## src/hw/riscv_pkg.sv

```systemverilog
package riscv_pkg;

	localparam int REG_ADDR_W = 4; // RV32E has sixteen registers

	// --------------------
	// major opcodes, taken from instr[6:2]
	localparam logic [4:0] OPC_LUI   = 5'b01101;
	localparam logic [4:0] OPC_AUIPC = 5'b00101;
	localparam logic [4:0] OPC_JAL   = 5'b11011;
	localparam logic [4:0] OPC_JALR  = 5'b11001;
	localparam logic [4:0] OPC_BRANCH = 5'b11000;
	localparam logic [4:0] OPC_LOAD  = 5'b00000;
	localparam logic [4:0] OPC_STORE = 5'b01000;
	localparam logic [4:0] OPC_IMM   = 5'b00100;
	localparam logic [4:0] OPC_REG   = 5'b01100;

	// one bit per recognised class
	typedef enum logic [9:0] {
		OC_LUI   = 10'b00_0000_0001,
		OC_AUIPC = 10'b00_0000_0010,
		OC_JAL   = 10'b00_0000_0100,
		OC_JALR  = 10'b00_0000_1000,
		OC_BEQ   = 10'b00_0001_0000,
		OC_LW    = 10'b00_0010_0000,
		OC_SW    = 10'b00_0100_0000,
		OC_ADDI  = 10'b00_1000_0000,
		OC_ADD   = 10'b01_0000_0000,
		OC_NONE  = 10'b10_0000_0000 // anything else retires as a no-op
	} opclass_e;

	typedef enum logic [2:0] {
		FMT_R,
		FMT_I,
		FMT_S,
		FMT_B,
		FMT_U,
		FMT_J
	} fmt_e;

	// --------------------
	typedef struct packed {
		logic [31:0]           pc;
		opclass_e              opclass;
		logic [2:0]            funct3;
		logic                  funct7_5;
		logic [REG_ADDR_W-1:0] rd;
		logic                  reg_wen;
		logic [31:0]           op_a; // rs1 value after forwarding
		logic [31:0]           op_b; // rs2 value after forwarding
		logic [31:0]           imm;
	} decoded_t;

endpackage
```

## src/hw/pipe_pkg.sv

```systemverilog
package pipe_pkg;
	import riscv_pkg::*;

	typedef struct packed {
		logic [31:0] pc;
		logic [31:0] instr;
	} fetch_pkt_t;

	typedef struct packed {
		logic        valid;
		logic [31:0] target;
	} redirect_t;

	// what execute still owes the register file
	typedef struct packed {
		logic                  busy;
		logic                  wb_valid;
		logic [REG_ADDR_W-1:0] rd;
		logic                  reg_wen;
		logic [31:0]           wb_value;
	} bypass_t;

	typedef struct packed {
		logic [31:0]           pc;
		logic [REG_ADDR_W-1:0] rd;
		logic                  reg_wen;
		logic [31:0]           wb_value; // zero unless a nonzero register is written
		logic                  store;
		logic [31:0]           store_addr;
		logic [31:0]           store_data;
	} retire_t;

endpackage

```

## src/hw/instr_queue.sv

```systemverilog
module instr_queue import pipe_pkg::*; #(
	parameter int QUEUE_DEPTH = 4
) (
	input  logic       clock,
	input  logic       reset,
	input  logic       push_valid,
	input  fetch_pkt_t push_pkt,
	output logic       credit_return,
	input  logic       flush,
	output logic       queue_valid,
	output fetch_pkt_t queue_pkt,
	input  logic       decode_ready
);

	localparam int PTR_W = $clog2(QUEUE_DEPTH);
	localparam int CNT_W = $clog2(QUEUE_DEPTH + 1);

	fetch_pkt_t       slots [QUEUE_DEPTH];
	logic [PTR_W-1:0] rd_ptr;
	logic [PTR_W-1:0] wr_ptr;
	logic [CNT_W-1:0] count;
	logic             pop;

	assign queue_valid = (count != '0);
	assign queue_pkt   = slots[rd_ptr];
	assign pop         = queue_valid & decode_ready;

	// fetch refills its own credits on a flush
	assign credit_return = pop & ~flush;

	// --------------------
	// pointers wrap on their own since the depth is a power of two
	always_ff @(posedge clock) begin
		if (reset | flush) begin
			rd_ptr <= '0;
			wr_ptr <= '0;
			count  <= '0;
		end else begin
			if (push_valid) begin
				wr_ptr <= wr_ptr + 1'b1;
			end
			if (pop) begin
				rd_ptr <= rd_ptr + 1'b1;
			end
			count <= count + CNT_W'(push_valid) - CNT_W'(pop);
		end
	end

	always_ff @(posedge clock) begin
		if (push_valid) begin
			slots[wr_ptr] <= push_pkt;
		end
	end

	// --------------------
	// fetch only pushes against a credit so a full queue never sees a push
	a_no_push_when_full: assert property (
		@(posedge clock) disable iff (reset)
		push_valid |-> (count != CNT_W'(QUEUE_DEPTH))
	);

endmodule

```

## config.mk

```make
export PLATFORM = sky130hd
export DESIGN_NAME = instr_queue
export DESIGN_NICKNAME = d
export VERILOG_FILES = /design/src/hw/riscv_pkg.sv /design/src/hw/pipe_pkg.sv /design/src/hw/instr_queue.sv
export SDC_FILE = /design/constraint.sdc
export NUM_CORES = 1
export LEC_CHECK = 0
export ABC_AREA = 1
export BUFFER_PORTS_ARGS = -buffer_cell sky130_fd_sc_hd__buf_2
export CORE_MARGIN = 2
export CORE_UTILIZATION = 57
export CTS_CLUSTER_SIZE = 8
export DETAILED_ROUTE_END_ITERATION = 8
export GPL_TIMING_DRIVEN = 0
export PLACE_DENSITY_LB_ADDON = 0.2
export SLEW_MARGIN = 15
export SYNTH_ARGS = -nofsm -noshare
export SYNTH_HDL_FRONTEND = slang
export SYNTH_SLANG_ARGS = --single-unit
```

## constraint.sdc

```tcl
create_clock -name clock -period 2.44 [get_ports clock]
set_input_delay 0.488 -clock clock [delete_from_list [all_inputs] [get_ports clock]]
set_output_delay 0.488 -clock clock [all_outputs]
set_load 0.02 [all_outputs]
```

After elaboration in Yosys (flattened, before gate mapping) --
Memories as Yosys holds them, arrays and structs flattened. A register that Yosys moved wholly into a read port is not among the register bits. Index checks and enable logic that the tools add are counted.
Word-level totals: register bits after elaboration 7, bits in writable memories 256, input bits 69, output and inout port bits 66, word-level logic and storage cells 17, memories 1
Memories:
- slots | depth 4, width 64, rd ports 1, clocked after Yosys merged registers in 1, write ports 1, RTL line instr_queue.sv:18 | fetch_pkt_t slots [QUEUE_DEPTH];
Cells by class: add/subtract/negate cells 4, multiplexer cells 4, bitwise operators 4, reduce and logical (&&, ||, !) cells 1
Operators by type and width (number):
- adder 2 x 1 -> 2 bit (second input constant) | 2
- 2-to-1 mux 2 bit | 2
- adder 3 x 1 -> 3 bit | 1
- nonzero test 3 bit | 1
- subtractor 3 x 1 -> 3 bit | 1
- bitwise AND 1 bit | 2
- 2-to-1 mux 1 bit | 2
- NOT 1 bit | 1
- OR 1 bit | 1

Longest topological paths before layout --
word-level depth 4, gate-level depth with buffers 9, mapped depth without buffers 9

Worst setup path after synthesis --
OpenSTA, ideal clock, no wires.
kind flip-flop to flip-flop, from reg wr_ptr[0], to mem slots[2][0] (netlist bit), enable pin, setup time 0.418 ns, data arrival time 1.833 ns, data required time 2.022 ns, setup slack 0.189 ns, cell stages (with the launch flop) 5, path buffers 0, period minus slack after synthesis 2.251 ns, cell sequence dfxtp_1 -> inv_1 -> ha_1 -> nand2_1 -> inv_1
RTL lines:
- from (decl) | RTL line instr_queue.sv:20 | logic [PTR_W-1:0] wr_ptr;
- from (signal assigned) | RTL line instr_queue.sv:40 | wr_ptr <= wr_ptr + 1'b1;
- to (decl) | RTL line instr_queue.sv:18
Straight into the memory's write port.

==> metrics.cfg <==
[worst_setup_path]
crit_path_start_kind = flip-flop
timing.critical_path.mode_cell = buf_2
r2r_slack_ns = 0.63
worst_setup_path_end_kind = output pin
crit_chain = buf_4, buf_2, o21ai_0, o22ai_1, buf_2
cpPeakStageDelay_ns = 0.35
slowest_stage = dfxtp_1
required_ns = 1.95
r2r_cells = 8
r2r-start = count[1]
crit_arrival_ns = 1.88
criticalPathCategory = reg -> out
critPathMaxFanout = 10
reg2reg_to = count[1]

[layout]
instances_no_fill = 1098
antenna_cells = 0
fin_nets = 936
n_fill_cell = 1165
drive_gt1_share_pct = 26.3
synthToLayoutAreaGrowth_pct = 21.9

[routing]
routed_wl_mm = 22.0
firstDrtPassIters = 5
drtIter0Drc = 444
via_per_inst = 5.74
antenna_left = 0
vias = 6304
avgRoutedWirePerCell_microns = 20.0
drc = 0

[timing]
fin_worst_skew_ns = 0.0136
fin_crit_ns = 2.37
hold_viol = 0
fin_tns_setup_ns = 0
final_max_slew_viol_count = 0
rsz0062_at_grt = false
setup_viol = 0
fmax_mhz = 423
relSlewSlack_pct = 68.6
worstMarginPinSlew_ns = 0.471
period_share_pct = 96.9

[floorplanning]
core_sq_mm = 0.0172
die_x_microns = 136
io_pins = 135
fp-row-count = 48
die_area_sq_mm = 0.0185
start_util_pct = 58.0
die_h_microns = 136

[grt]
grt_util_met2_pct = 40.2
grtUsageMet1_pct = 30.6
gr-total-overflow = 0
grt_max_degree = 38
use_met3_pct = 5.26
antenna_found_initial = 1
grt_usage_pct = 23.6
grt.busiest_layer = met2
grt_pass1_wl_mm = 32.7
grt_pass1_vias = 6403

[clock_tree]
clock-sinks = 265
cts-root-buf = clkbuf_16
cts_buffers = 39
clk_latency_ns = 0.50
clock_path_buffers = 3
ctsHtreeMaxLevel = 2
path_clk_slew_ns = 0.05
cts_tree = yes
postCtsSetupBuffers = 0

[synthesis]
seq_area_frac_synth_pct = 79.0
yosysMostFrequentCell = edfxtp_1
synthCells = 682
yosys.area.top_type = edfxtp_1
netlist_area_sq_mm = 0.00996
ys_seq_elements = 265
synth_edf_count = 256
synthFlopType = edfxtp_1
async_flop_share_pct = 0
ys.warnings.count = 0
syn_nets = 757
synth_commonest_cells = 256 x edfxtp_1, 138 x nor2_1, 75 x o21ai_0, 64 x o22ai_1, 56 x o21ai_1
synth.top_cell.area_share_pct = 77.2
synthTopCellsByArea = edfxtp_1 77%, nor2_1 5.2%, o22ai_1 4.0%
ys_types = 19
syn_area_per_cell_sq_um = 14.6

[power]
switching_share_pct = 20.8
irDropWorstVdd_mv = 0.639
internal-power_mw = 8.35
power_leakage_nw = 4.43
comb_power_share_pct = 6.5
powerDensity_mw_per_mm2 = 868
p_seq_share_pct = 49.1
p_switching_mw = 2.19
p_clk_share_pct = 44.4

[flow_run]
max_cap_viol_count = 0

[place]
io_buffers = 134
dp_cells = 1045
dp_hpwl_mm = 12.9
gp_congestion = 0.736

[hold_path]
hold_depth = 1
hold_end = slots[1][11]
hold_path.class = in -> reg
hold_start = push_pkt[11]

[outcome]
status = finished, final reports clean

layer usage:
metal | vias up | routed length (microns)
li1 | 2922 | -
met1 | 3097 | 8770
met2 | 249 | 11300
met3 | 34 | 1590
met4 | 2 | 354
met5 | - | 14
through the flow:
step	area (sq um)	utilization [%]	hold WS, ns	power, mW	setup WS, ns
6_report	12100	70.7	0.199	10.5	0.0745
5_1_grt	12100	70.7	0.186	10.9	0.00143
4_1_cts	12100	70.5	0.183	10.6	0.00353
3_5_place_dp	11000	64.1	0.478	5.94	0.387
3_3_place_gp	10900	63.5	0.464	5.90	-0.915
2_1_floorplan	9960	-	0.448	5.63	0.189
cells by family after synthesis:
| kind of cell | count (synthesis) | share of synthesized area [%] |
|---|---|---|
| compound gates | 200 | 10.9 |
| fa+ha+maj | 6 | 0.829 |
| buf+inv | 57 | 3.47 |
| flops | 265 | 79.0 |
| simple gates | 154 | 5.84 |
cell usage in the layout (no fill, tap or decap):
cell	Yosys	final
a21oi_1	5	5
buf_12	0	2
buf_16	0	2
buf_2	7	139
buf_4	3	6
buf_6	14	14
clkbuf_1	14	11
clkbuf_16	0	41
clkbuf_2	3	13
clkbuf_4	0	3
clkinv_2	0	1
clkinv_4	0	1
dfxtp_1	9	9
edfxtp_1	256	256
fa_1	1	1
ha_1	5	5
inv_1	14	10
inv_4	1	5
nand2_1	13	13
nand3_1	3	3
nor2_1	138	138
o21ai_0	75	75
o21ai_1	56	56
o22ai_1	64	61
o22ai_2	0	3
critical path: cells and delay by family, from the launching register on:
kind	cells	cell delay [ns]
buffers and inverters	3	0.67
AOI/OAI and AO/OA	2	0.37
DFF	1	0.35
state kept, by name (all words and copies together), names as in the netlist, named ones only:
name	cells
slots	256
count	3
wr_ptr	2
rd_ptr	2
worst max path at each step:
| stage | to | slack (ns) | start | cells after the start |
|---|---|---|---|---|
| after global placement | slots[3][48] | -0.92 | push_valid | 3 |
| after detailed placement | queue_pkt[14] | 0.39 | flip-flop | 5 |
| after global routing | queue_pkt[53] | 0.001 | flip-flop | 6 |
| final | queue_pkt[34] | 0.07 | flip-flop | 5 |
| after CTS | queue_pkt[14] | 0.004 | flip-flop | 4 |
| after floorplan | slots[2][0] | 0.19 | wr_ptr[0] | 4 |
power by group through the flow:
stage	Combinational [mW]	Sequential [mW]	Clock, mW
final	0.685	5.17	4.68
after global routing	0.743	5.18	4.94
after CTS	0.683	5.17	4.75
after detailed placement	0.680	5.26	0
after global placement	0.639	5.26	0
after floorplan	0.377	5.25	0
repair_timing:
action	in CTS	in global routing
pin swaps	0	0
cloned	0	0
setup endpoints to repair	59	17
hold buffers	0	0
gates resized for setup	14	16
final cells by class:
class	instances	area, sq um	area share (%)
Buffer	41	310	2.56
Clock buffer	52	1070	8.79
Clock inverter	1	8.76	0.0721
Inverter	16	73.8	0.608
Multi-Input combinational cell	360	1760	14.5
Sequential cell	265	7870	64.8
Tap cell	225	282	2.32
Timing Repair Buffer	138	771	6.35
Power figures use the tool's default switching activity.
