$ cat config.mk
export PLATFORM = sky130hd
export DESIGN_NAME = fetch_unit
export DESIGN_NICKNAME = d
export VERILOG_FILES = /design/src/hw/riscv_pkg.sv /design/src/hw/pipe_pkg.sv /design/src/hw/fetch_unit.sv
export SDC_FILE = /design/constraint.sdc
export NUM_CORES = 1
export LEC_CHECK = 0
export BUFFER_PORTS_ARGS = -buffer_cell sky130_fd_sc_hd__buf_2
export CORE_ASPECT_RATIO = 1.2
export CORE_MARGIN = 10
export CORE_UTILIZATION = 35
export CTS_BUF_LIST = sky130_fd_sc_hd__clkbuf_16
export DETAILED_ROUTE_END_ITERATION = 6
export PLACE_DENSITY = 0.67
export RECOVER_POWER = 100
export SYNTH_ARGS = -nofsm -noshare
export SYNTH_HDL_FRONTEND = slang
export SYNTH_SLANG_ARGS = --single-unit
export TNS_END_PERCENT = 5
$ cat constraint.sdc
create_clock -name clock -period 4.5 [get_ports clock]
set_input_delay 0.675 -clock clock [delete_from_list [all_inputs] [get_ports clock]]
set_output_delay 0.675 -clock clock [all_outputs]
set_load 0.05 [all_outputs]
$ cat src/hw/riscv_pkg.sv
package riscv_pkg;

	localparam int REG_ADDR_W = 4; // RV32E has sixteen registers

	// --------------------
	// major opcodes, taken from instr[6:2]
	localparam logic [4:0] OPC_LUI   = 5'b01101;
	localparam logic [4:0] OPC_AUIPC = 5'b00101;
	localparam logic [4:0] OPC_JAL   = 5'b11011;
	localparam logic [4:0] OPC_JALR  = 5'b11001;
	localparam logic [4:0] OPC_BRANCH = 5'b11000;
	localparam logic [4:0] OPC_LOAD  = 5'b00000;
	localparam logic [4:0] OPC_STORE = 5'b01000;
	localparam logic [4:0] OPC_IMM   = 5'b00100;
	localparam logic [4:0] OPC_REG   = 5'b01100;

	// one bit per recognised class
	typedef enum logic [9:0] {
		OC_LUI   = 10'b00_0000_0001,
		OC_AUIPC = 10'b00_0000_0010,
		OC_JAL   = 10'b00_0000_0100,
		OC_JALR  = 10'b00_0000_1000,
		OC_BEQ   = 10'b00_0001_0000,
		OC_LW    = 10'b00_0010_0000,
		OC_SW    = 10'b00_0100_0000,
		OC_ADDI  = 10'b00_1000_0000,
		OC_ADD   = 10'b01_0000_0000,
		OC_NONE  = 10'b10_0000_0000 // anything else retires as a no-op
	} opclass_e;

	typedef enum logic [2:0] {
		FMT_R,
		FMT_I,
		FMT_S,
		FMT_B,
		FMT_U,
		FMT_J
	} fmt_e;

	// --------------------
	typedef struct packed {
		logic [31:0]           pc;
		opclass_e              opclass;
		logic [2:0]            funct3;
		logic                  funct7_5;
		logic [REG_ADDR_W-1:0] rd;
		logic                  reg_wen;
		logic [31:0]           op_a; // rs1 value after forwarding
		logic [31:0]           op_b; // rs2 value after forwarding
		logic [31:0]           imm;
	} decoded_t;

endpackage
$ cat src/hw/pipe_pkg.sv
package pipe_pkg;
	import riscv_pkg::*;

	typedef struct packed {
		logic [31:0] pc;
		logic [31:0] instr;
	} fetch_pkt_t;

	typedef struct packed {
		logic        valid;
		logic [31:0] target;
	} redirect_t;

	// what execute still owes the register file
	typedef struct packed {
		logic                  busy;
		logic                  wb_valid;
		logic [REG_ADDR_W-1:0] rd;
		logic                  reg_wen;
		logic [31:0]           wb_value;
	} bypass_t;

	typedef struct packed {
		logic [31:0]           pc;
		logic [REG_ADDR_W-1:0] rd;
		logic                  reg_wen;
		logic [31:0]           wb_value; // zero unless a nonzero register is written
		logic                  store;
		logic [31:0]           store_addr;
		logic [31:0]           store_data;
	} retire_t;

endpackage

$ cat src/hw/fetch_unit.sv
module fetch_unit import pipe_pkg::*; #(
	parameter int          QUEUE_DEPTH = 4,
	parameter logic [31:0] RESET_PC    = 32'h0
) (
	input  logic        clock,
	input  logic        reset,
	output logic [31:0] imem_addr,
	input  logic [31:0] imem_data,
	input  logic        imem_valid,
	output logic        push_valid,
	output fetch_pkt_t  push_pkt,
	input  logic        credit_return,
	input  redirect_t   redirect
);

	localparam int CREDIT_W = $clog2(QUEUE_DEPTH + 1);
	localparam logic [CREDIT_W-1:0] FULL_CREDITS = CREDIT_W'(QUEUE_DEPTH);

	logic [31:0]         pc;
	logic [CREDIT_W-1:0] credits;

	assign imem_addr = pc;

	// the word on the port is from the squashed path while a redirect is out
	assign push_valid = imem_valid & (credits != '0) & ~redirect.valid;

	assign push_pkt.pc    = pc;
	assign push_pkt.instr = imem_data;

	always_ff @(posedge clock) begin
		if (reset) begin
			pc      <= RESET_PC;
			credits <= FULL_CREDITS;
		end else if (redirect.valid) begin
			pc      <= redirect.target;
			credits <= FULL_CREDITS; // queue is flushed in the same cycle
		end else begin
			if (push_valid) begin
				pc <= pc + 32'd4; // branches predicted not taken
			end
			credits <= credits - CREDIT_W'(push_valid) + CREDIT_W'(credit_return);
		end
	end

	// returned credits must match pushes, else the queue could overflow
	a_credit_bound: assert property (
		@(posedge clock) disable iff (reset)
		credits <= FULL_CREDITS
	);

endmodule

======== After elaboration in Yosys (flattened, before gate mapping) ========
Index checks and enable logic that the tools add are counted.
cells by class
  bitwise logic cells ..................... 3
  muxes and demuxes ....................... 2
  reduce and logical (&&, ||, !) cells .... 3
  add/sub/neg operators ................... 3
operator list
  operator                                        count
  two-way mux 32 bit                              2
  adder 32 x 3 -> 32 bit (second input constant)  1
  adder 3 x 1 -> 3 bit                            1
  nonzero test 3 bit                              1
  subtractor 3 x 1 -> 3 bit                       1
  bitwise AND 1 bit                               2
  nonzero test 2 bit                              1
  OR reduction 2 bit                              1
  inverter 1 bit                                  1
word-level totals
  register bits ........................... 35
  output and inout bits ................... 97
  input port bits ......................... 69
  logic and storage cells ................. 13

======== Logic depth before layout (Yosys ltp) ========
Gate-level depths: netlist (run 1).
  depth after elaboration ................. 5
  gate-level depth with buffers ........... 11
  depth with buffers taken out ............ 10

======== Worst setup path before layout (run 1) ========
Ideal clock, no wire load.
  kind .................................... input-to-reg
  from .................................... in redirect[32] (netlist name)
  to ...................................... reg credits[2]
  arrival ................................. 3.002 ns
  required time ........................... 4.378 ns
  stages .................................. 10
  path buffers ............................ 2
  path slack .............................. 1.376 ns
  library setup time ...................... 0.122 ns
  cell sequence ........................... clkbuf_1 clkbuf_1 nor2_1 ha_1 inv_1 ha_1 fa_1 xnor2_1 xnor2_1 nand2_1
between the ends
  longest elaborated chain between the ends .. 4
  elaborated cells on any way between the ends .. 5
  those cells by class .................... add/sub: 2; bitwise: 2; reduce/logical: 1
ends and longest elaborated chain
  element                    line              source
  start: declaration         fetch_unit.sv:13  input redirect_t redirect
  inverter 1 bit             fetch_unit.sv:25  assign push_valid = imem_valid & (credits != '0) & ~redirect.valid;
  bitwise AND 1 bit          fetch_unit.sv:25
  via push_valid             fetch_unit.sv:10  output logic push_valid,
  subtractor 3 x 1 -> 3 bit  fetch_unit.sv:41  credits <= credits - CREDIT_W'(push_valid) + CREDIT_W'(credit_return);
  adder 3 x 1 -> 3 bit       fetch_unit.sv:41
  end signal: assignment     fetch_unit.sv:41
  end signal: assignment     fetch_unit.sv:48  credits <= FULL_CREDITS
  end: declaration           fetch_unit.sv:20  logic [CREDIT_W-1:0] credits;
The timed path passes the listed nets, and every way through them passes these cells.
A chain may end at the register's enable or synchronous reset.

======== Worst setup path in the final report (run 1) ========
  from .................................... reg credits[1]
  to ...................................... reg credits[2]
between the ends
  longest elaborated chain between the ends .. 5
ends and longest elaborated chain
  element                         line
  nonzero test 3 bit              fetch_unit.sv:25
  bitwise AND 1 bit (2 in a row)  fetch_unit.sv:25
  subtractor 3 x 1 -> 3 bit (*)   fetch_unit.sv:41
  adder 3 x 1 -> 3 bit (*)        fetch_unit.sv:41
Every way passes the cells marked *; elsewhere a longest branch is shown, timed or not.

==> flow_metrics.env, run 1 <==
export IMPL_antenna_cells=0
export IMPL_syn_cell_area_um2=2537
export IMPL_rows=33
export IMPL_die_area_um2=11070
export IMPL_hold_viol_final=0
export IMPL_syn_to_final_growth_pct=1.825
export IMPL_ctsLongestPathBuffers=2
export IMPL_path_class="flop to flop"
export IMPL_syn_nets=373
export IMPL_grt_pass1_vias=2142
export IMPL_post_route_drc_count=0
export IMPL_core_um2=6937
export IMPL_period_share_pct=56.63
export IMPL_viasPerCell=4.983
export IMPL_worst_pin_slew_ps=1550
export IMPL_cp_start_kind="flop"
export IMPL_ir_drop_mv=0.1837
export IMPL_rsz0062_at_grt="false"
export IMPL_routed_wl_um=6829
export IMPL_drtIter0Drc=110
export IMPL_antenna_found_initial=0
export IMPL_p_total_uw=939.7
export IMPL_grt_ovfl_total=0
export IMPL_final_cells=420
export IMPL_maxCapViolations=1
export IMPL_clkTransAtPathRegs_ps=60
export IMPL_ctsResizeCount=0
export IMPL_skew_ps=3.873
export IMPL_routabilityCongestion=0.7405
export IMPL_post_place_cells=413
export IMPL_ant_nets=0
export IMPL_syn_inst=300
export IMPL_track_usage_pct=11.79
export IMPL_layout_commonest_cell="clkbuf_1"
export IMPL_crit_arrival_ps=2700
export IMPL_die_w_um=97.73
export IMPL_fin_tns_setup_ps=0
export IMPL_hpwl_um=5160
export IMPL_grt_max_degree=47
export IMPL_finalCriticalPeriod_ps=2548
export IMPL_grt_pass1_wl_um=11020
export IMPL_setup_viol=0
export IMPL_synthDistinctLibCells=45
export IMPL_cp_data_required_time_ps=4650
export IMPL_status="finished with violations"
export IMPL_synth_edff_count=0
export IMPL_yosysSeqAreaShare_pct=27.61
export IMPL_num_vias=2093
export IMPL_avgSynthCellArea_um2=8.458
export IMPL_synthArstFlopShare_pct=0
export IMPL_synth_seq_cells=35
export IMPL_clock_root_buffer="clkbuf_16"
export IMPL_portBuffers=101
export IMPL_fmax_ghz=0.3924
export IMPL_wire_per_inst_um=16.26
export IMPL_layout_common_cells="66 x clkbuf_1, 35 x dfxtp_1, 35 x buf_2"
export IMPL_first_pass_iters=6
export IMPL_critPathCaptureType="flop"
export IMPL_maxSlewViolCount=34
export IMPL_cts_hold_buf=0
export IMPL_num_nets_final=406
export IMPL_h_tree_depth=2
export IMPL_cts_tree="yes"
export IMPL_critPathMaxFanout=7
export IMPL_ios=166
export IMPL_hp_class="flop to flop"
export IMPL_violations="max-capacitance violations, max-slew violations"
export IMPL_max_slew_margin_pct=-3.343
export IMPL_yosys_most_used_dff="dfxtp_1"
export IMPL_synth_warning_count=0
export IMPL_cts_setup_buffers=0
export IMPL_start_util_pct=36.58
export IMPL_p_leak_nw=0.9092
export IMPL_whs_ps=517.7
export IMPL_numCtsBuffers=5
export IMPL_power_density_nw_per_um2=363.7
export IMPL_clock_sink_count=35
export IMPL_die_h_um=113.3
export IMPL_worstSkewPairLatency_ps=270
export IMPL_drive_gt1_share_pct=15.92
[state kept, by name (all words and copies together) (netlist names)]
name / cells
imem_addr: 32
credits: 3
[per-layer routing]
metal / up-vias / global-route usage [%] / share of wire [%]
li1: 1045 / - / -
met1: 952 / 13.56 / 42
met2: 84 / 19.82 / 48
met3: 12 / 4.626 / 8.7
met4: 0 / 3.301 / 1.1
met5: - / 0 / 0
[critical path, cell delays in order (launching register included)]
cell and delay (ps):
dfxtp_1 350, or3_1 500, nand2_1 230, nor2_1 80, ha_1 290, inv_1 30
ha_1 180, fa_1 380, xnor2_1 180, xnor2_1 140, nand2_1 70
[cell usage after synthesis, drive strengths merged (2+ instances only)]
| cell type | n | area (um^2) |
|---|---|---|
| ha | 3 | 37.54 |
| nand4 | 6 | 52.55 |
| and4 | 5 | 46.29 |
| and3 | 5 | 31.28 |
| inv | 9 | 33.78 |
| nor2 | 20 | 75.07 |
| a21oi | 15 | 75.07 |
| nand3 | 13 | 82.58 |
| xor2 | 2 | 17.52 |
| a211oi | 12 | 100.1 |
| nand2 | 27 | 106.4 |
| buf | 67 | 500.5 |
| dfxtp | 35 | 700.7 |
| xnor2 | 24 | 210.2 |
| a311oi | 2 | 17.52 |
| o22ai | 3 | 18.77 |
| nor4 | 14 | 163.9 |
| clkbuf | 8 | 30.03 |
| o21bai | 3 | 22.52 |
| a31oi | 2 | 12.51 |
| o21a | 2 | 15.01 |
| mux2i | 2 | 20.02 |
| nor3 | 6 | 40.04 |
| and2 | 3 | 18.77 |
| or3 | 2 | 12.51 |
| o21ai | 4 | 20.02 |
[layout make-up]
class	count	area, um^2
Fill cell	806	4353
Inverter	9	33.78
Sequential cell	35	700.7
Clock buffer	5	125.1
Tap cell	87	108.9
Timing Repair Buffer	101	422.9
Clock inverter	2	8.758
Multi-Input combinational cell	181	1184
[logic make-up after synthesis]
logic type      Yosys count  synth area share [%]
simple gates            103                 25.54
mux                       2                0.7890
xor+xnor                 26                 8.974
flops                    35                 27.61
buf+inv                  84                 22.24
fa+ha+maj                 4                 2.268
compound gates           46                 12.57
[metrics by stage]
step	setup WS (ps)	area, um^2	utilization [%]
6_report	1952	2584	37.25
3_3_place_gp	2027	2621	37.79
2_1_floorplan	1376	2537	-
3_5_place_dp	1975	2621	37.79
5_1_grt	1811	2584	37.25
4_1_cts	1964	2755	39.72
[final timing paths]
check                     from      endpoint  slack (ps)  cells after the start
setup / recovery    credits[1]    credits[2]        1950                     10
hold / removal    imem_addr[1]  imem_addr[1]         520                      2
setup reg to reg    credits[1]    credits[2]        1950                     10
hold reg to reg   imem_addr[1]  imem_addr[1]         520                      2
[power by group]
part	total, mW	internal, mW	leakage (nW)	switching, mW
Clock	0.324	0.199	0.0671	0.125
Sequential	0.365	0.331	0.290	0.0332
Combinational	0.251	0.0584	0.552	0.193
Total	0.940	0.589	0.909	0.351
(Power assumes the default switching activity.)
==> run 2: changes to the inputs <==
ABC_AREA = 1   (was not set)
clock period = 2.25 ns   (was 4.5 ns; I/O delays follow)
==> run 2 against run 1 <==
The run now ends clean. Die area is 11% higher. Power is 110% higher. Design area is 16% higher. Wire length is 22% higher. Clock power is 110% higher. Largest power group unchanged. Clock-buffer cell count stayed put. Non-clock buffer count is 2 higher. Synthesized cell count is 52% higher. Largest cell class unchanged. Combinational power is 110% higher. Final cell count is 40% higher.
==> flow_metrics.env, run 2 <==
export IMPL_status="finished, final reports clean"
export IMPL_grt_max_degree=33
export IMPL_drive_gt1_share_pct=12.20
export IMPL_intPower_mw=1.176
export IMPL_grt_pass1_wl_um=13480
export IMPL_synth_commonest_cells="110 x nand2_1, 64 x buf_4, 60 x inv_1, 42 x nor2_1"
export IMPL_maxCapViolations=0
export IMPL_worstSkewPairLatency_ps=280
export IMPL_routed_wl_um=8320
export IMPL_clock_sink_count=35
export IMPL_syn_nets=529
export IMPL_ctsLongestPathBuffers=2
export IMPL_cp_data_required_time_ps=2420
export IMPL_viasPerCell=4.755
export IMPL_die_area_um2=12300
export IMPL_fmax_ghz=0.4784
export IMPL_cts_hold_buf=0
export IMPL_seqPwrFrac_pct=37.4
export IMPL_path_class="flop to flop"
export IMPL_fillers=948
export IMPL_synthArstFlopShare_pct=0
export IMPL_numCtsBuffers=5
export IMPL_finalCriticalPeriod_ps=2090
export IMPL_power_frac_clock_pct=35.0
export IMPL_track_usage_pct=13.35
export IMPL_yosysSeqAreaShare_pct=24.26
export IMPL_cp_cell_sequence="nor2_1, nand2_2, nand2_4, nor2_4, ha_1, inv_1, ha_1, fa_1, xor2_1, or2_2"
export IMPL_slowest_delay_ps=370
export IMPL_power_density_nw_per_um2=644.1
export IMPL_crit_top_cell="ha_1"
export IMPL_first_pass_iters=4
export IMPL_ff_latch_area_um2=700.7
export IMPL_ant_nets=0
export IMPL_maxSlewViolCount=0
export IMPL_power_frac_comb_pct=27.7
export IMPL_switching_share_pct=38.99
export IMPL_fin_tns_setup_ps=0
export IMPL_ir_drop_mv=0.2739
export IMPL_p_leak_nw=1.183
export IMPL_grt_pass1_vias=2827
export IMPL_start_util_pct=35.62
export IMPL_ios=166
export IMPL_r2r_slack_ps=160
export IMPL_crit_arrival_ps=2260
export IMPL_rsz0062_at_grt="false"
export IMPL_max_slew_margin_pct=7.109
export IMPL_num_vias=2791
export IMPL_layout_common_cells="110 x nand2_1, 66 x clkbuf_1, 61 x inv_1"
export IMPL_r2r_end="credits[2]"
export IMPL_synth_top_area_share_pct=24.26
export IMPL_cts_setup_buffers=0
export IMPL_min_delay_start="redirect[0]"
export IMPL_setup_viol=0
export IMPL_syn_inst=456
export IMPL_synthDistinctLibCells=29
export IMPL_syn_to_final_growth_pct=3.596
export IMPL_yosys_top_cells_area="dfxtp_1 24%, buf_4 17%, nand2_1 14%, inv_1 7.8%, nand3_1 6.1%"
export IMPL_synth_seq_cells=35
export IMPL_antenna_found_initial=0
export IMPL_drtIter0Drc=92
export IMPL_multi_input_area_um2=1371
export IMPL_crit_buf_inv=1
export IMPL_cts_tree="yes"
export IMPL_critPathMaxFanout=3
export IMPL_p_switching_uw=751.4
export IMPL_routabilityCongestion=0.8916
export IMPL_worst_pin_slew_ps=1393
export IMPL_core_um2=8108
export IMPL_h_tree_depth=2
export IMPL_wire_per_inst_um=14.17
export IMPL_layout_commonest_cell="nand2_1"
export IMPL_r2r_cells=10
export IMPL_hold_path_depth=3
export IMPL_clkTransAtPathRegs_ps=60
export IMPL_clock_root_buffer="clkbuf_16"
export IMPL_avgSynthCellArea_um2=6.333
export IMPL_post_route_drc_count=0
export IMPL_num_nets_final=564
export IMPL_yosys_most_used_dff="dfxtp_1"
export IMPL_hold_viol_final=0
export IMPL_min_to="imem_addr[0]"
export IMPL_slowest_stage="fa_1"
export IMPL_period_share_pct=92.90
export IMPL_yosysMostFrequentCell="nand2_1"
export IMPL_synth_warning_count=0
export IMPL_portBuffers=101
export IMPL_syn_cell_area_um2=2888
export IMPL_synth_edff_count=0
export IMPL_hpwl_um=6337
export IMPL_hp_class="primary input to flop"
export IMPL_ctsResizeCount=0
export IMPL_yosysTopAreaCell="dfxtp_1"
export IMPL_critPathCaptureType="flop"
export IMPL_rows=36
export IMPL_die_h_um=119.5
export IMPL_die_w_um=102.9
export IMPL_largest_register_ffs=32
export IMPL_skew_ps=2.584
export IMPL_r2r_start="credits[1]"
export IMPL_cp_start_kind="flop"
export IMPL_antenna_cells=0
export IMPL_crit_family="adder cells"
export IMPL_p_total_mw=1.927
export IMPL_grt_ovfl_total=0
run 2: cell types whose count changed after synthesis, sizes merged, moves of 4 or more:
cell,change
nand2,+90
inv,+52
nor2,+31
o21ai,+31
nand3,+22
xnor2,-21
nor4,-14
a211oi,-12
a21oi,+9
nor3,-6
and3,-5
and4,-5
nand4,-5
a31oi,+4
run 2: stage by stage:
step	hold WS, ps	cell area (um^2)	instances	utilization [%]	setup WS [ps]
6_report	279.1	2992	587	36.90	159.8
5_1_grt	315.5	2992	587	36.90	13.61
4_1_cts	281.0	3093	587	38.15	139.7
3_5_place_dp	520.3	2957	579	36.47	152.7
3_3_place_gp	518.1	2957	579	36.47	208.2
2_1_floorplan	472.4	2888	456	-	34.21
run 2: logic make-up (layout without fill, tap and decap cells):
| family | Yosys count | in the layout | synth area share [%] |
|---|---|---|---|
| XOR/XNOR | 8 | 8 | 2.426 |
| adder cells (fa/ha/maj) | 4 | 4 | 1.993 |
| AO/OA/AOI/OAI | 65 | 65 | 11.66 |
| buffers and inverters | 136 | 172 | 27.69 |
| AND/OR/NAND/NOR | 208 | 208 | 31.98 |
| flip-flops | 35 | 35 | 24.26 |
run 2: cell type report:
type / count / area share (%)
multi-input combinational: 285 / 45.84
sequential: 35 / 23.42
timing repair buffer: 103 / 14.55
inverter: 61 / 7.654
clock buffer: 5 / 4.182
tap: 95 / 3.973
clock inverter: 3 / 0.3764
run 2: how the worst max path moves through the flow:
stage | from | cells after the start | endpoint
3_5_place_dp | credits[1] | 10 | credits[2]
5_1_grt | credits[1] | 10 | credits[2]
6_report | credits[1] | 10 | credits[2]
4_1_cts | credits[1] | 10 | credits[2]
3_3_place_gp | credits[1] | 10 | credits[2]
2_1_floorplan | credits[1] | 11 | credits[2]
run 2: worst min-delay path, delay by kind of cell:
kind | cells | cell delay (ps)
simple gates | 2 | 110
buf+inv | 1 | 70
run 2: per-layer routing:
metal	share of wire (%)	track usage, %
met1	43	15.26
met2	47	22.15
met3	8.5	4.478
met5	0	0
met4	2.2	5.314
run 2: power by group through the flow:
stage | registers [mW] | logic, mW | clock network (mW)
after floorplan | 0.845 | 0.507 | 0
after global placement | 0.730 | 0.558 | 0
after detailed placement | 0.732 | 0.563 | 0
after CTS | 0.719 | 0.565 | 0.688
after global routing | 0.731 | 0.579 | 0.708
final | 0.720 | 0.534 | 0.673
