File: src/hw/riscv_pkg.sv
package riscv_pkg;

	localparam int REG_ADDR_W = 4; // RV32E has sixteen registers

	// --------------------
	// major opcodes, taken from instr[6:2]
	localparam logic [4:0] OPC_LUI   = 5'b01101;
	localparam logic [4:0] OPC_AUIPC = 5'b00101;
	localparam logic [4:0] OPC_JAL   = 5'b11011;
	localparam logic [4:0] OPC_JALR  = 5'b11001;
	localparam logic [4:0] OPC_BRANCH = 5'b11000;
	localparam logic [4:0] OPC_LOAD  = 5'b00000;
	localparam logic [4:0] OPC_STORE = 5'b01000;
	localparam logic [4:0] OPC_IMM   = 5'b00100;
	localparam logic [4:0] OPC_REG   = 5'b01100;

	// one bit per recognised class
	typedef enum logic [9:0] {
		OC_LUI   = 10'b00_0000_0001,
		OC_AUIPC = 10'b00_0000_0010,
		OC_JAL   = 10'b00_0000_0100,
		OC_JALR  = 10'b00_0000_1000,
		OC_BEQ   = 10'b00_0001_0000,
		OC_LW    = 10'b00_0010_0000,
		OC_SW    = 10'b00_0100_0000,
		OC_ADDI  = 10'b00_1000_0000,
		OC_ADD   = 10'b01_0000_0000,
		OC_NONE  = 10'b10_0000_0000 // anything else retires as a no-op
	} opclass_e;

	typedef enum logic [2:0] {
		FMT_R,
		FMT_I,
		FMT_S,
		FMT_B,
		FMT_U,
		FMT_J
	} fmt_e;

	// --------------------
	typedef struct packed {
		logic [31:0]           pc;
		opclass_e              opclass;
		logic [2:0]            funct3;
		logic                  funct7_5;
		logic [REG_ADDR_W-1:0] rd;
		logic                  reg_wen;
		logic [31:0]           op_a; // rs1 value after forwarding
		logic [31:0]           op_b; // rs2 value after forwarding
		logic [31:0]           imm;
	} decoded_t;

endpackage
File: src/hw/pipe_pkg.sv
package pipe_pkg;
	import riscv_pkg::*;

	typedef struct packed {
		logic [31:0] pc;
		logic [31:0] instr;
	} fetch_pkt_t;

	typedef struct packed {
		logic        valid;
		logic [31:0] target;
	} redirect_t;

	// what execute still owes the register file
	typedef struct packed {
		logic                  busy;
		logic                  wb_valid;
		logic [REG_ADDR_W-1:0] rd;
		logic                  reg_wen;
		logic [31:0]           wb_value;
	} bypass_t;

	typedef struct packed {
		logic [31:0]           pc;
		logic [REG_ADDR_W-1:0] rd;
		logic                  reg_wen;
		logic [31:0]           wb_value; // zero unless a nonzero register is written
		logic                  store;
		logic [31:0]           store_addr;
		logic [31:0]           store_data;
	} retire_t;

endpackage

File: src/hw/decode_stage.sv
module decode_stage import riscv_pkg::*, pipe_pkg::*; (
	input  logic                  clock,
	input  logic                  reset,
	input  logic                  queue_valid,
	input  fetch_pkt_t            queue_pkt,
	output logic                  decode_ready,
	output logic [REG_ADDR_W-1:0] rs1,
	output logic [REG_ADDR_W-1:0] rs2,
	input  logic [31:0]           rs1_data,
	input  logic [31:0]           rs2_data,
	input  bypass_t               bypass,
	input  logic                  flush,
	output logic                  exu_valid,
	input  logic                  exu_ready,
	output decoded_t              exu_inst
);

	logic [31:0]           instr;
	logic [4:0]            opcode_5;
	logic [REG_ADDR_W-1:0] rd;
	opclass_e              opclass;
	fmt_e                  fmt;
	logic [31:0]           imm;
	logic                  need_rs1;
	logic                  need_rs2;
	logic                  reg_wen;
	logic                  exu_match;
	logic                  own_match;
	logic                  rs1_exu_hit;
	logic                  rs2_exu_hit;
	logic                  rs1_own_hit;
	logic                  rs2_own_hit;
	logic                  hazard;
	logic                  accept;

	// --------------------
	// fields, upper bit of each register field is dropped for RV32E
	assign instr    = queue_pkt.instr;
	assign opcode_5 = instr[6:2];
	assign rs1      = instr[15 +: REG_ADDR_W];
	assign rs2      = instr[20 +: REG_ADDR_W];
	assign rd       = instr[7 +: REG_ADDR_W];

	always_comb begin
		case (opcode_5)
			OPC_LUI:    opclass = OC_LUI;
			OPC_AUIPC:  opclass = OC_AUIPC;
			OPC_JAL:    opclass = OC_JAL;
			OPC_JALR:   opclass = OC_JALR;
			OPC_BRANCH: opclass = OC_BEQ;
			OPC_LOAD:   opclass = OC_LW;
			OPC_STORE:  opclass = OC_SW;
			OPC_IMM:    opclass = OC_ADDI;
			OPC_REG:    opclass = OC_ADD;
			default:    opclass = OC_NONE;
		endcase
	end

	always_comb begin
		case (opclass)
			OC_LUI, OC_AUIPC:       fmt = FMT_U;
			OC_JAL:                 fmt = FMT_J;
			OC_JALR, OC_LW, OC_ADDI: fmt = FMT_I;
			OC_BEQ:                 fmt = FMT_B;
			OC_SW:                  fmt = FMT_S;
			default:                fmt = FMT_R;
		endcase
	end

	always_comb begin
		case (fmt)
			FMT_I:   imm = {{20{instr[31]}}, instr[31:20]};
			FMT_S:   imm = {{20{instr[31]}}, instr[31:25], instr[11:7]};
			FMT_B:   imm = {{19{instr[31]}}, instr[31], instr[7], instr[30:25], instr[11:8], 1'b0};
			FMT_U:   imm = {instr[31:12], 12'b0};
			FMT_J:   imm = {{11{instr[31]}}, instr[31], instr[19:12], instr[20], instr[30:21], 1'b0};
			default: imm = '0;
		endcase
	end

	assign need_rs2 = opclass inside {OC_BEQ, OC_SW, OC_ADD};
	assign need_rs1 = need_rs2 | (opclass inside {OC_JALR, OC_LW, OC_ADDI});
	assign reg_wen  = opclass inside {OC_LUI, OC_AUIPC, OC_JAL, OC_JALR, OC_LW, OC_ADDI, OC_ADD};

	// --------------------
	// read-after-write against execute and against our own output register
	assign exu_match = bypass.busy & bypass.reg_wen & (bypass.rd != '0);
	assign own_match = exu_valid & exu_inst.reg_wen & (exu_inst.rd != '0);

	assign rs1_exu_hit = need_rs1 & exu_match & (bypass.rd == rs1);
	assign rs2_exu_hit = need_rs2 & exu_match & (bypass.rd == rs2);
	assign rs1_own_hit = need_rs1 & own_match & (exu_inst.rd == rs1);
	assign rs2_own_hit = need_rs2 & own_match & (exu_inst.rd == rs2);

	assign hazard = rs1_own_hit | rs2_own_hit |
		(~bypass.wb_valid & (rs1_exu_hit | rs2_exu_hit));

	assign decode_ready = ~hazard & (~exu_valid | exu_ready);
	assign accept       = queue_valid & decode_ready;

	always_ff @(posedge clock) begin
		if (reset) begin
			exu_valid <= 1'b0;
		end else begin
			exu_valid <= (accept | (exu_valid & ~exu_ready)) & ~flush;
		end
	end

	always_ff @(posedge clock) begin
		if (accept) begin
			exu_inst.pc       <= queue_pkt.pc;
			exu_inst.opclass  <= opclass;
			exu_inst.funct3   <= instr[14:12];
			exu_inst.funct7_5 <= instr[30];
			exu_inst.rd       <= rd;
			exu_inst.reg_wen  <= reg_wen;
			exu_inst.op_a     <= rs1_exu_hit ? bypass.wb_value : rs1_data;
			exu_inst.op_b     <= rs2_exu_hit ? bypass.wb_value : rs2_data;
			exu_inst.imm      <= imm;
		end
	end

endmodule

File: config.mk
export PLATFORM = sky130hd
export DESIGN_NAME = decode_stage
export DESIGN_NICKNAME = d
export VERILOG_FILES = /design/src/hw/riscv_pkg.sv /design/src/hw/pipe_pkg.sv /design/src/hw/decode_stage.sv
export SDC_FILE = /design/constraint.sdc
export NUM_CORES = 1
export LEC_CHECK = 0
export BUFFER_PORTS_ARGS = -buffer_cell sky130_fd_sc_hd__buf_2
export CAP_MARGIN = 10
export CORE_AREA = 2 2 127 129
export CTS_CLUSTER_DIAMETER = 100
export DETAILED_ROUTE_END_ITERATION = 16
export DIE_AREA = 0 0 129 131
export PLACE_DENSITY_LB_ADDON = 0.25
export SETUP_SLACK_MARGIN = 0.4
export SLEW_MARGIN = 20
export SYNTH_ARGS = -nofsm -noshare
export SYNTH_HDL_FRONTEND = slang
export SYNTH_SLANG_ARGS = --single-unit
File: constraint.sdc
create_clock -name clock -period 6.8 [get_ports clock]
set_clock_uncertainty 0.2 [all_clocks]
set_input_delay 1.02 -clock clock [delete_from_list [all_inputs] [get_ports clock]]
set_output_delay 1.02 -clock clock [all_outputs]
set_load 0.1 [all_outputs]
# After elaboration in Yosys (flattened, before gate mapping)
# Memories as Yosys holds them, arrays and structs flattened.
# Cells that the tools add are included.
dict set report op_classes {
  reduce_logical 7
  n_bitwise 28
  n_eq_ne 18
  n_mux 4
}
# op n
set op_table {}
lappend op_table {{$pmux W32 S5} 1}
lappend op_table {{$mux W32} 2}
lappend op_table {{$and A1 B1 Y1} 17}
lappend op_table {{$eq A4 B4 Y1} 4}
lappend op_table {{$pmux W3 S5} 1}
lappend op_table {{$eq A10 B1 Y1 const B} 1}
lappend op_table {{$eq A10 B2 Y1 const B} 1}
lappend op_table {{$eq A10 B3 Y1 const B} 1}
lappend op_table {{$eq A10 B4 Y1 const B} 1}
lappend op_table {{$eq A10 B5 Y1 const B} 1}
lappend op_table {{$eq A10 B6 Y1 const B} 1}
lappend op_table {{$eq A10 B7 Y1 const B} 1}
lappend op_table {{$eq A10 B8 Y1 const B} 1}
lappend op_table {{$eq A10 B9 Y1 const B} 1}
lappend op_table {{$reduce_bool A4 Y1} 2}
lappend op_table {{$reduce_bool A7 Y1} 1}
lappend op_table {{$eq A3 B2 Y1 const B} 2}
lappend op_table {{$eq A3 B3 Y1 const B} 2}
lappend op_table {{$or A1 B1 Y1} 6}
lappend op_table {{$reduce_bool A3 Y1} 2}
lappend op_table {{$not A1 Y1} 5}
lappend op_table {{$eq A3 B1 Y1 const B} 1}
lappend op_table {{$reduce_or A3 Y1} 1}
lappend op_table {{$reduce_or A2 Y1} 1}
dict set report word_totals {
  elab_cells 68
  output_inout_bits 157
  rom_bits 320
  n_memories 1
  regBits 148
}
# name words word_bits read_ports rd_clocked_by_memory_dff wr line
set mem_list {}
lappend mem_list {{(no name shown)} 32 10 1 0 0 decode_stage.sv:45} ;# case (opcode_5)

# Depth between registers and ports, before layout
# Gate-level depths: netlist of run 1.
# An unclocked memory read counts as a cell.
dict set report logic_depth {
  depth_word 14
  depth_mapped 8
  ltp_nobuf 6
}

# Worst setup path after synthesis of run 1
# Ideal clock, no wire load.
dict set report synth_timing {
  path_type {input -> register}
  from {input port bypass[33] in the netlist's numbering}
  to {register exu_inst[0] in the netlist's numbering (enable)}
  path_buffers 1
  cell_stages 7
  slack_ns 0.416
  t_arrival_ns 5.661
  setup_time_ns 0.523
  path_cell_list {nor4_1 -> nor2_1 -> and3_1 -> buf_4 -> nor2b_1 -> o221a_4 -> and2_1}
}
dict set report synth_via {
  elab_chain_len 10
  elab_cells_between_ends 14
  cone_classes {eq/ne: 2; bitwise: 11; reduce/logical: 1}
}
# element line
set synth_lines {}
lappend synth_lines {{from (decl)} decode_stage.sv:11} ;# input bypass_t bypass,
lappend synth_lines {{$reduce_bool A4 Y1} decode_stage.sv:87} ;# assign exu_match = bypass.busy & bypass.reg_wen & (bypass.rd != '0);
lappend synth_lines {{$and A1 B1 Y1} decode_stage.sv:87}
lappend synth_lines {{$and A1 B1 Y1 (on tied branches) (2 in a row)} {decode_stage.sv:90, decode_stage.sv:91}}
lappend synth_lines {{$or A1 B1 Y1 *} decode_stage.sv:96} ;# (~bypass.wb_valid & (rs1_exu_hit | rs2_exu_hit));
lappend synth_lines {{$and A1 B1 Y1 *} decode_stage.sv:96}
lappend synth_lines {{$or A1 B1 Y1 *} decode_stage.sv:95} ;# assign hazard = rs1_own_hit | rs2_own_hit |
lappend synth_lines {{$not A1 Y1 *} decode_stage.sv:98} ;# assign decode_ready = ~hazard & (~exu_valid | exu_ready);
lappend synth_lines {{$and A1 B1 Y1 *} decode_stage.sv:98}
lappend synth_lines {{named net decode_ready} decode_stage.sv:6} ;# output logic decode_ready,
lappend synth_lines {{$and A1 B1 Y1 *} decode_stage.sv:99} ;# assign accept = queue_valid & decode_ready;
lappend synth_lines {{named net accept} decode_stage.sv:34} ;# logic accept;
lappend synth_lines {{to (decl)} decode_stage.sv:15} ;# output decoded_t exu_inst
# Mark *: on every way through the listed nets, which the timed path passes. The rest lies on a longest branch.
# A chain may end at the register's enable or synchronous reset.

# Worst setup path in the final report of run 1
dict set report layout_timing {
  from {input port queue_pkt[4] in the netlist's numbering}
  to {output port decode_ready}
}
dict set report layout_via {
  elab_chain_len 11
  elab_cells_between_ends 24
  cone_classes {eq/ne: 6; bitwise: 15; reduce/logical: 2; memory: 1}
}
# element line
set layout_lines {}
lappend layout_lines {{from (decl)} decode_stage.sv:5} ;# input fetch_pkt_t queue_pkt,
lappend layout_lines {{$mem_v2 Z32 W10 *} -}
lappend layout_lines {{$eq A10 B5 Y1, or another cell as far along} decode_stage.sv:81} ;# assign need_rs2 = opclass inside {OC_BEQ, OC_SW, OC_ADD};
lappend layout_lines {{$reduce_bool A3 Y1 (on tied branches)} {decode_stage.sv:81, decode_stage.sv:82}}
lappend layout_lines {{$or A1 B1 Y1} decode_stage.sv:82} ;# assign need_rs1 = need_rs2 | (opclass inside {OC_JALR, OC_LW, OC_ADDI});
lappend layout_lines {{$and A1 B1 Y1 (2 in a row)} decode_stage.sv:90} ;# assign rs1_exu_hit = need_rs1 & exu_match & (bypass.rd == rs1);
lappend layout_lines {{$or A1 B1 Y1} decode_stage.sv:96}
lappend layout_lines {{$and A1 B1 Y1} decode_stage.sv:96}
lappend layout_lines {{$or A1 B1 Y1 *} decode_stage.sv:95}
lappend layout_lines {{$not A1 Y1 *} decode_stage.sv:98}
lappend layout_lines {{$and A1 B1 Y1 *} decode_stage.sv:98}
lappend layout_lines {{to (decl)} decode_stage.sv:6}
# Every way passes the cells marked *; elsewhere a longest branch is shown, timed or not.

==> results.py, run 1 <==
metrics = {
    "logic_synthesis": {
        "post_synth.cell_area_avg_um2": 16.8,
        "yosysWarnings": 0,
        "ys_seq_elements": 148,
        "synth_edf_count": 147,
        "syn_area_um2": 6070,
        "synth_largest_area_cell": "edfxtp_1",
        "synth.top_cells.by_area": "edfxtp_1 (73%), mux2_2 (12%), xor2_1 (2.3%)",
        "netlist-cell-type-count": 37,
        "async_flop_share_pct": 0,
        "yosysTopAreaCellShare_pct": 72.7,
        "synth_flop_cell": "edfxtp_1",
        "synth_cells": 362,
        "yosysSeqAreaShare_pct": 73.0,
        "syn_nets": 534,
    },
    "timing": {
        "finalSetupViolCount": 0,
        "tns_ns": 0,
        "fin_crit_sh_pct": 64.7,
        "tightest_slew_ns": 1.06,
        "holdWs_ns": 0.530,
        "hold_viol_final": 0,
        "fmax_ghz": 0.227,
        "max_slew_margin_pct": 29.0,
        "finalWorstSetupSlack_ns": 2.40,
        "rsz0062_at_grt": "no",
        "period_needed_ns": 4.40,
        "slew_violations": 0,
    },
    "final_layout": {
        "final_area_um2": 8450,
        "drive_above_1_share_pct": 61.5,
        "final_net_count": 860,
        "syn_to_final_growth_pct": 39.1,
    },
    "global_routing": {
        "grt_overflow": 0,
        "antenna_found_initial": 2,
        "grt_util_all_layers_pct": 19.2,
        "grt_max_degree": 81,
        "grt_first_pass_wirelength_um": 23500,
        "grt_pass1_vias": 4274,
    },
    "floorplan": {
        "die_area_um2": 16900,
        "fp.dieH_um": 131,
        "core_um2": 15600,
        "pin_count": 329,
        "fp.dieW_um": 129,
        "initial_core_util_pct": 38.9,
        "num_rows": 46,
    },
    "clock_tree": {
        "cts_tree": "yes",
        "ctsLongestPathBuffers": 2,
        "root_buffer": "clkbuf_16",
        "cts_hold_buffers": 0,
        "htreeDepth": 4,
        "postCtsSetupRepairBufs": 0,
        "clock-sinks": 148,
        "clkTransAtPathRegs_ns": 0.06,
        "clk-insertion-delay-late_ns": 0.42,
        "cts_made_buffers": 17,
        "cts_resized": 0,
    },
    "power": {
        "combPwrFrac_pct": 23.6,
        "p_clk_share_pct": 34.7,
        "p_sw_w": 0.000895,
        "p_seq_share_pct": 41.7,
        "intPower_w": 0.00171,
        "leakage_nw": 3.67,
        "peakVddDrop_mv": 0.156,
        "power_w": 0.00260,
        "swShare_pct": 34.4,
        "power_density_nw_per_um2": 308,
    },
    "run_status": {
        "status": "finished clean",
    },
    "worst_setup_path": {
        "cpMostUsedCell": "buf_2",
        "cp-end-kind": "primary output",
        "crit_start": "queue_pkt[4]",
        "worstSetupPathDepth": 6,
        "worst-setup-path-type": "input port to primary output",
        "cp_top_family": "simple AND/OR/NAND/NOR gates",
        "crit_buf_inv": 2,
        "critPathRequiredTime_ns": 5.58,
        "crit_chain": "buf_2 -> a2111oi_4 -> and3_2 -> nor2b_1 -> o221a_4 -> buf_2",
        "cp_slowest_cell": "and3_2",
        "rr_worst_depth": 5,
        "startpoint_type": "input port",
        "reg2reg_from": "exu_inst[97]",
        "crit_arrival_ns": 3.18,
        "r2r-end": "exu_inst[43]",
        "r2r_setup_slack_ns": 3.40,
        "max_stage_delay_ns": 0.86,
        "cp_max_fo": 33,
        "cp-endpoint": "decode_ready",
    },
    "hold_path": {
        "hold_path.class": "flop to flop",
    },
    "placement": {
        "dp_slack_ns": 2.20,
        "portBuffers": 326,
        "dpl.hpwl_um": 12700,
        "dpl_cell_area_um2": 7860,
        "gp_congestion": 0.808,
    },
    "routing": {
        "drt-initial-drc-count": 185,
        "vias": 4354,
        "wl_um": 16900,
        "wl_per_cell_um": 18.4,
        "vias_per_cell": 4.73,
        "post-route-drc-count": 0,
        "antenna_left": 0,
        "first_pass_iters": 5,
    },
    "run": {
        "cap_violations": 0,
    },
}
cells in the final DEF (no fill, tap or decap), types with 4 or more instances in the layout:
| master | synthesis | routed |
|---|---|---|
| xor2_1 | 16 | 16 |
| a21o_1 | 8 | 8 |
| edfxtp_1 | 147 | 147 |
| buf_2 | 5 | 326 |
| clkinvlp_4 | 0 | 4 |
| clkinv_1 | 0 | 4 |
| nor4_1 | 7 | 6 |
| nor2b_1 | 9 | 9 |
| clkbuf_16 | 0 | 17 |
| mux2_2 | 64 | 64 |
| o21ai_0 | 9 | 8 |
| nor2_1 | 8 | 8 |
| nand2_1 | 36 | 36 |
cell families (layout without fill, tap and decap cells):
logic type      count (synthesis)  in the layout  share of synthesized area (%)
compound gates                 28             28                           3.63
xor+xnor                       16             16                           2.31
buf+inv                        25            364                           2.51
flops                         148            148                           73.0
mux                            64             64                           11.9
other cells                     0              3                              0
simple gates                   81             81                           6.69
worst register-to-register path, cell delays in order (launching register included):
cell and delay, ns:
edfxtp_1 0.46, or4_1 0.56, nand4_1 0.15, o221a_4 0.22
and2_4 0.84, buf_4 0.61
worst min-delay path by stage:
stage                         end  cells past startpoint           from
finish                  exu_valid                      3      exu_valid
CTS                     exu_valid                      3      exu_valid
global route        exu_inst[120]                      1  queue_pkt[37]
floorplan           exu_inst[100]                      0  queue_pkt[10]
detailed placement      exu_valid                      3      exu_valid
global placement        exu_valid                      3      exu_valid
per-stage QoR:
step	instances	util [%]
finish	920	54.2
global route	918	54.1
CTS	916	54.0
detailed placement	884	50.4
global placement	884	50.4
floorplan	362	-
flip-flops by register name (all words and copies together) (netlist names):
| signal | cells |
|---|---|
| exu_inst | 147 |
| exu_valid | 1 |
routing by layer:
layer  track usage, %  share of wire [%]
met1             20.3                 35
met2             34.3                 53
met3             7.13                9.8
met4             8.31                1.9
met5                0              0.035
power groups by stage:
| stage | Combinational (W) | Sequential [W] | Clock (W) |
|---|---|---|---|
| 2_1_floorplan | 0.0000859 | 0.00151 | 0 |
| 3_3_place_gp | 0.000610 | 0.00110 | 0 |
| 3_5_place_dp | 0.000615 | 0.00111 | 0 |
| 4_1_cts | 0.000616 | 0.00109 | 0.000914 |
| 5_1_grt | 0.000634 | 0.00109 | 0.000945 |
| 6_report | 0.000614 | 0.00109 | 0.000903 |
cell type report:
| type | instances | area [µm²] |
|---|---|---|
| well taps | 216 | 270 |
| repair buffers | 330 | 1660 |
| inverters | 2 | 7.51 |
| clock buffers | 18 | 429 |
| flip-flops and latches | 148 | 4430 |
| fillers | 1362 | 7150 |
| diodes | 3 | 7.51 |
| multi-input cells | 189 | 1510 |
| clock inverters | 14 | 136 |
synthesized netlist by cell type (all sizes together) (2+ instances only):
cell and n:
nand3b 2, nor4 7, nor2 9, a21o 8
buf 18, and3 4, xor2 16, inv 2
a22oi 2, o21ai 9, mux2 64, a21oi 3
edfxtp 147, clkbuf 5, nand2b 3, and2 4
nand2 36, nor2b 9
No activity file was read; power rests on OpenSTA's default activity.
==> inputs of run 2 (changes only) <==
clock period = 4.5 ns   (was 6.8 ns; I/O delays follow)
==> run 2 against run 1 <==
Clock power is 65% higher. Sequential power increased by 50%. Critical endpoint unchanged. Non-clock buffer count up 3. Largest cell class unchanged.
==> results.py, run 2 (synthesized netlist as in run 1, its figures left out) <==
metrics = {
    "timing": {
        "fmax_ghz": 0.322,
        "period_needed_ns": 3.10,
        "hold_viol_final": 0,
        "tightest_slew_ns": 0.669,
        "finalWorstSetupSlack_ns": 1.40,
        "tns_ns": 0,
        "max_slew_margin_pct": 55.4,
        "slew_violations": 0,
        "finalSetupViolCount": 0,
        "fin_crit_sh_pct": 69.0,
        "holdWs_ns": 0.231,
        "rsz0062_at_grt": "no",
    },
    "clock_tree": {
        "postCtsSetupRepairBufs": 0,
        "ctsLongestPathBuffers": 2,
        "clk-insertion-delay-late_ns": 0.41,
        "cts_tree": "yes",
        "cts_hold_buffers": 0,
        "root_buffer": "clkbuf_16",
        "cts_resized": 0,
        "cts_made_buffers": 17,
        "clock-sinks": 148,
        "clkTransAtPathRegs_ns": 0.06,
        "htreeDepth": 4,
    },
    "final_layout": {
        "fillCellCount": 1318,
        "top_regs": "exu_inst (147), exu_valid (1)",
        "regMostFlops": "exu_inst",
        "syn_to_final_growth_pct": 40.6,
        "multi_input_area_um2": 1500,
        "final_common_cell": "buf_2",
        "regArea_um2": 4430,
        "drive_above_1_share_pct": 62.4,
        "final_net_count": 863,
        "mostFrequentLayoutCells": "buf_2 (326), edfxtp_1 (147), mux2_2 (64)",
        "largest_register_ffs": 147,
    },
    "floorplan": {
        "fp.dieW_um": 129,
        "pin_count": 329,
        "die_area_um2": 16900,
        "num_rows": 46,
        "core_um2": 15600,
        "fp.dieH_um": 131,
        "initial_core_util_pct": 38.9,
    },
    "routing": {
        "wl_um": 17200,
        "wl_per_cell_um": 18.6,
        "drt-initial-drc-count": 295,
        "antenna_left": 0,
        "post-route-drc-count": 0,
        "vias_per_cell": 4.72,
        "first_pass_iters": 6,
        "vias": 4359,
    },
    "hold_path": {
        "hold_path.class": "input port to flop",
    },
    "placement": {
        "portBuffers": 326,
        "gp_congestion": 0.896,
        "dp_slack_ns": 1.17,
        "dpl.hpwl_um": 12800,
    },
    "worst_setup_path": {
        "cp_max_fo": 3,
        "startpoint_type": "input port",
        "critPathRequiredTime_ns": 3.62,
        "worst-setup-path-type": "input port to primary output",
        "cp-end-kind": "primary output",
        "crit_arrival_ns": 2.23,
    },
    "power": {
        "peakVddDrop_mv": 0.235,
        "power_density_nw_per_um2": 475,
        "leakage_nw": 3.72,
    },
    "run": {
        "cap_violations": 0,
    },
    "global_routing": {
        "grt_overflow": 0,
        "grt_max_degree": 57,
        "grt_first_pass_wirelength_um": 24300,
        "grt_pass1_vias": 4364,
        "antenna_found_initial": 4,
        "grt_util_all_layers_pct": 19.6,
    },
    "run_status": {
        "status": "finished clean",
    },
}
-- run 2: worst paths after layout --
check	start	endpoint	slack (ns)	cells past startpoint
worst max-delay path	bypass[33]	decode_ready	1.40	7
worst min register to register	exu_valid	exu_valid	0.57	3
worst min-delay path	queue_pkt[50]	exu_inst[133]	0.23	1
worst max register to register	exu_inst[98]	exu_inst[46]	1.64	5
-- run 2: worst max-delay path: stages --
cell,delay [ns]
buf_2,0.12
nor4_1,0.28
nor2_1,0.11
and3_2,0.23
nor2b_1,0.15
o221a_4,0.22
buf_2,0.43
-- run 2: power breakdown --
group / total [W] / switching [W] / internal (W) / leakage [nW]
Sequential: 0.00164 / 0.0000228 / 0.00162 / 1.45
Combinational: 0.000931 / 0.000776 / 0.000155 / 1.98
Clock: 0.00149 / 0.000599 / 0.000890 / 0.296
-- run 2: layer usage --
metal  wire [µm]  GRT usage (%)
met4         256           7.10
met1        6310           22.2
met3        1510           6.43
met2        9090           35.0
met5          13              0
-- run 2: area by class of cell --
| type | count | area share, % |
|---|---|---|
| timing repair buffer | 333 | 20.0 |
| antenna | 3 | 0.0879 |
| multi-input combinational | 189 | 17.5 |
| inverter | 2 | 0.0879 |
| sequential | 148 | 51.9 |
| tap | 216 | 3.16 |
| clock inverter | 15 | 2.26 |
| clock buffer | 17 | 4.98 |
-- run 2: stage by stage --
step | std cells | total power [W] | utilization [%] | cell area, µm²
after floorplan | 362 | 0.00241 | - | 6080
after global placement | 887 | 0.00259 | 50.7 | 7910
after detailed placement | 887 | 0.00260 | 50.7 | 7910
after CTS | 919 | 0.00409 | 54.7 | 8530
after global routing | 921 | 0.00418 | 54.7 | 8540
final | 923 | 0.00406 | 54.8 | 8540
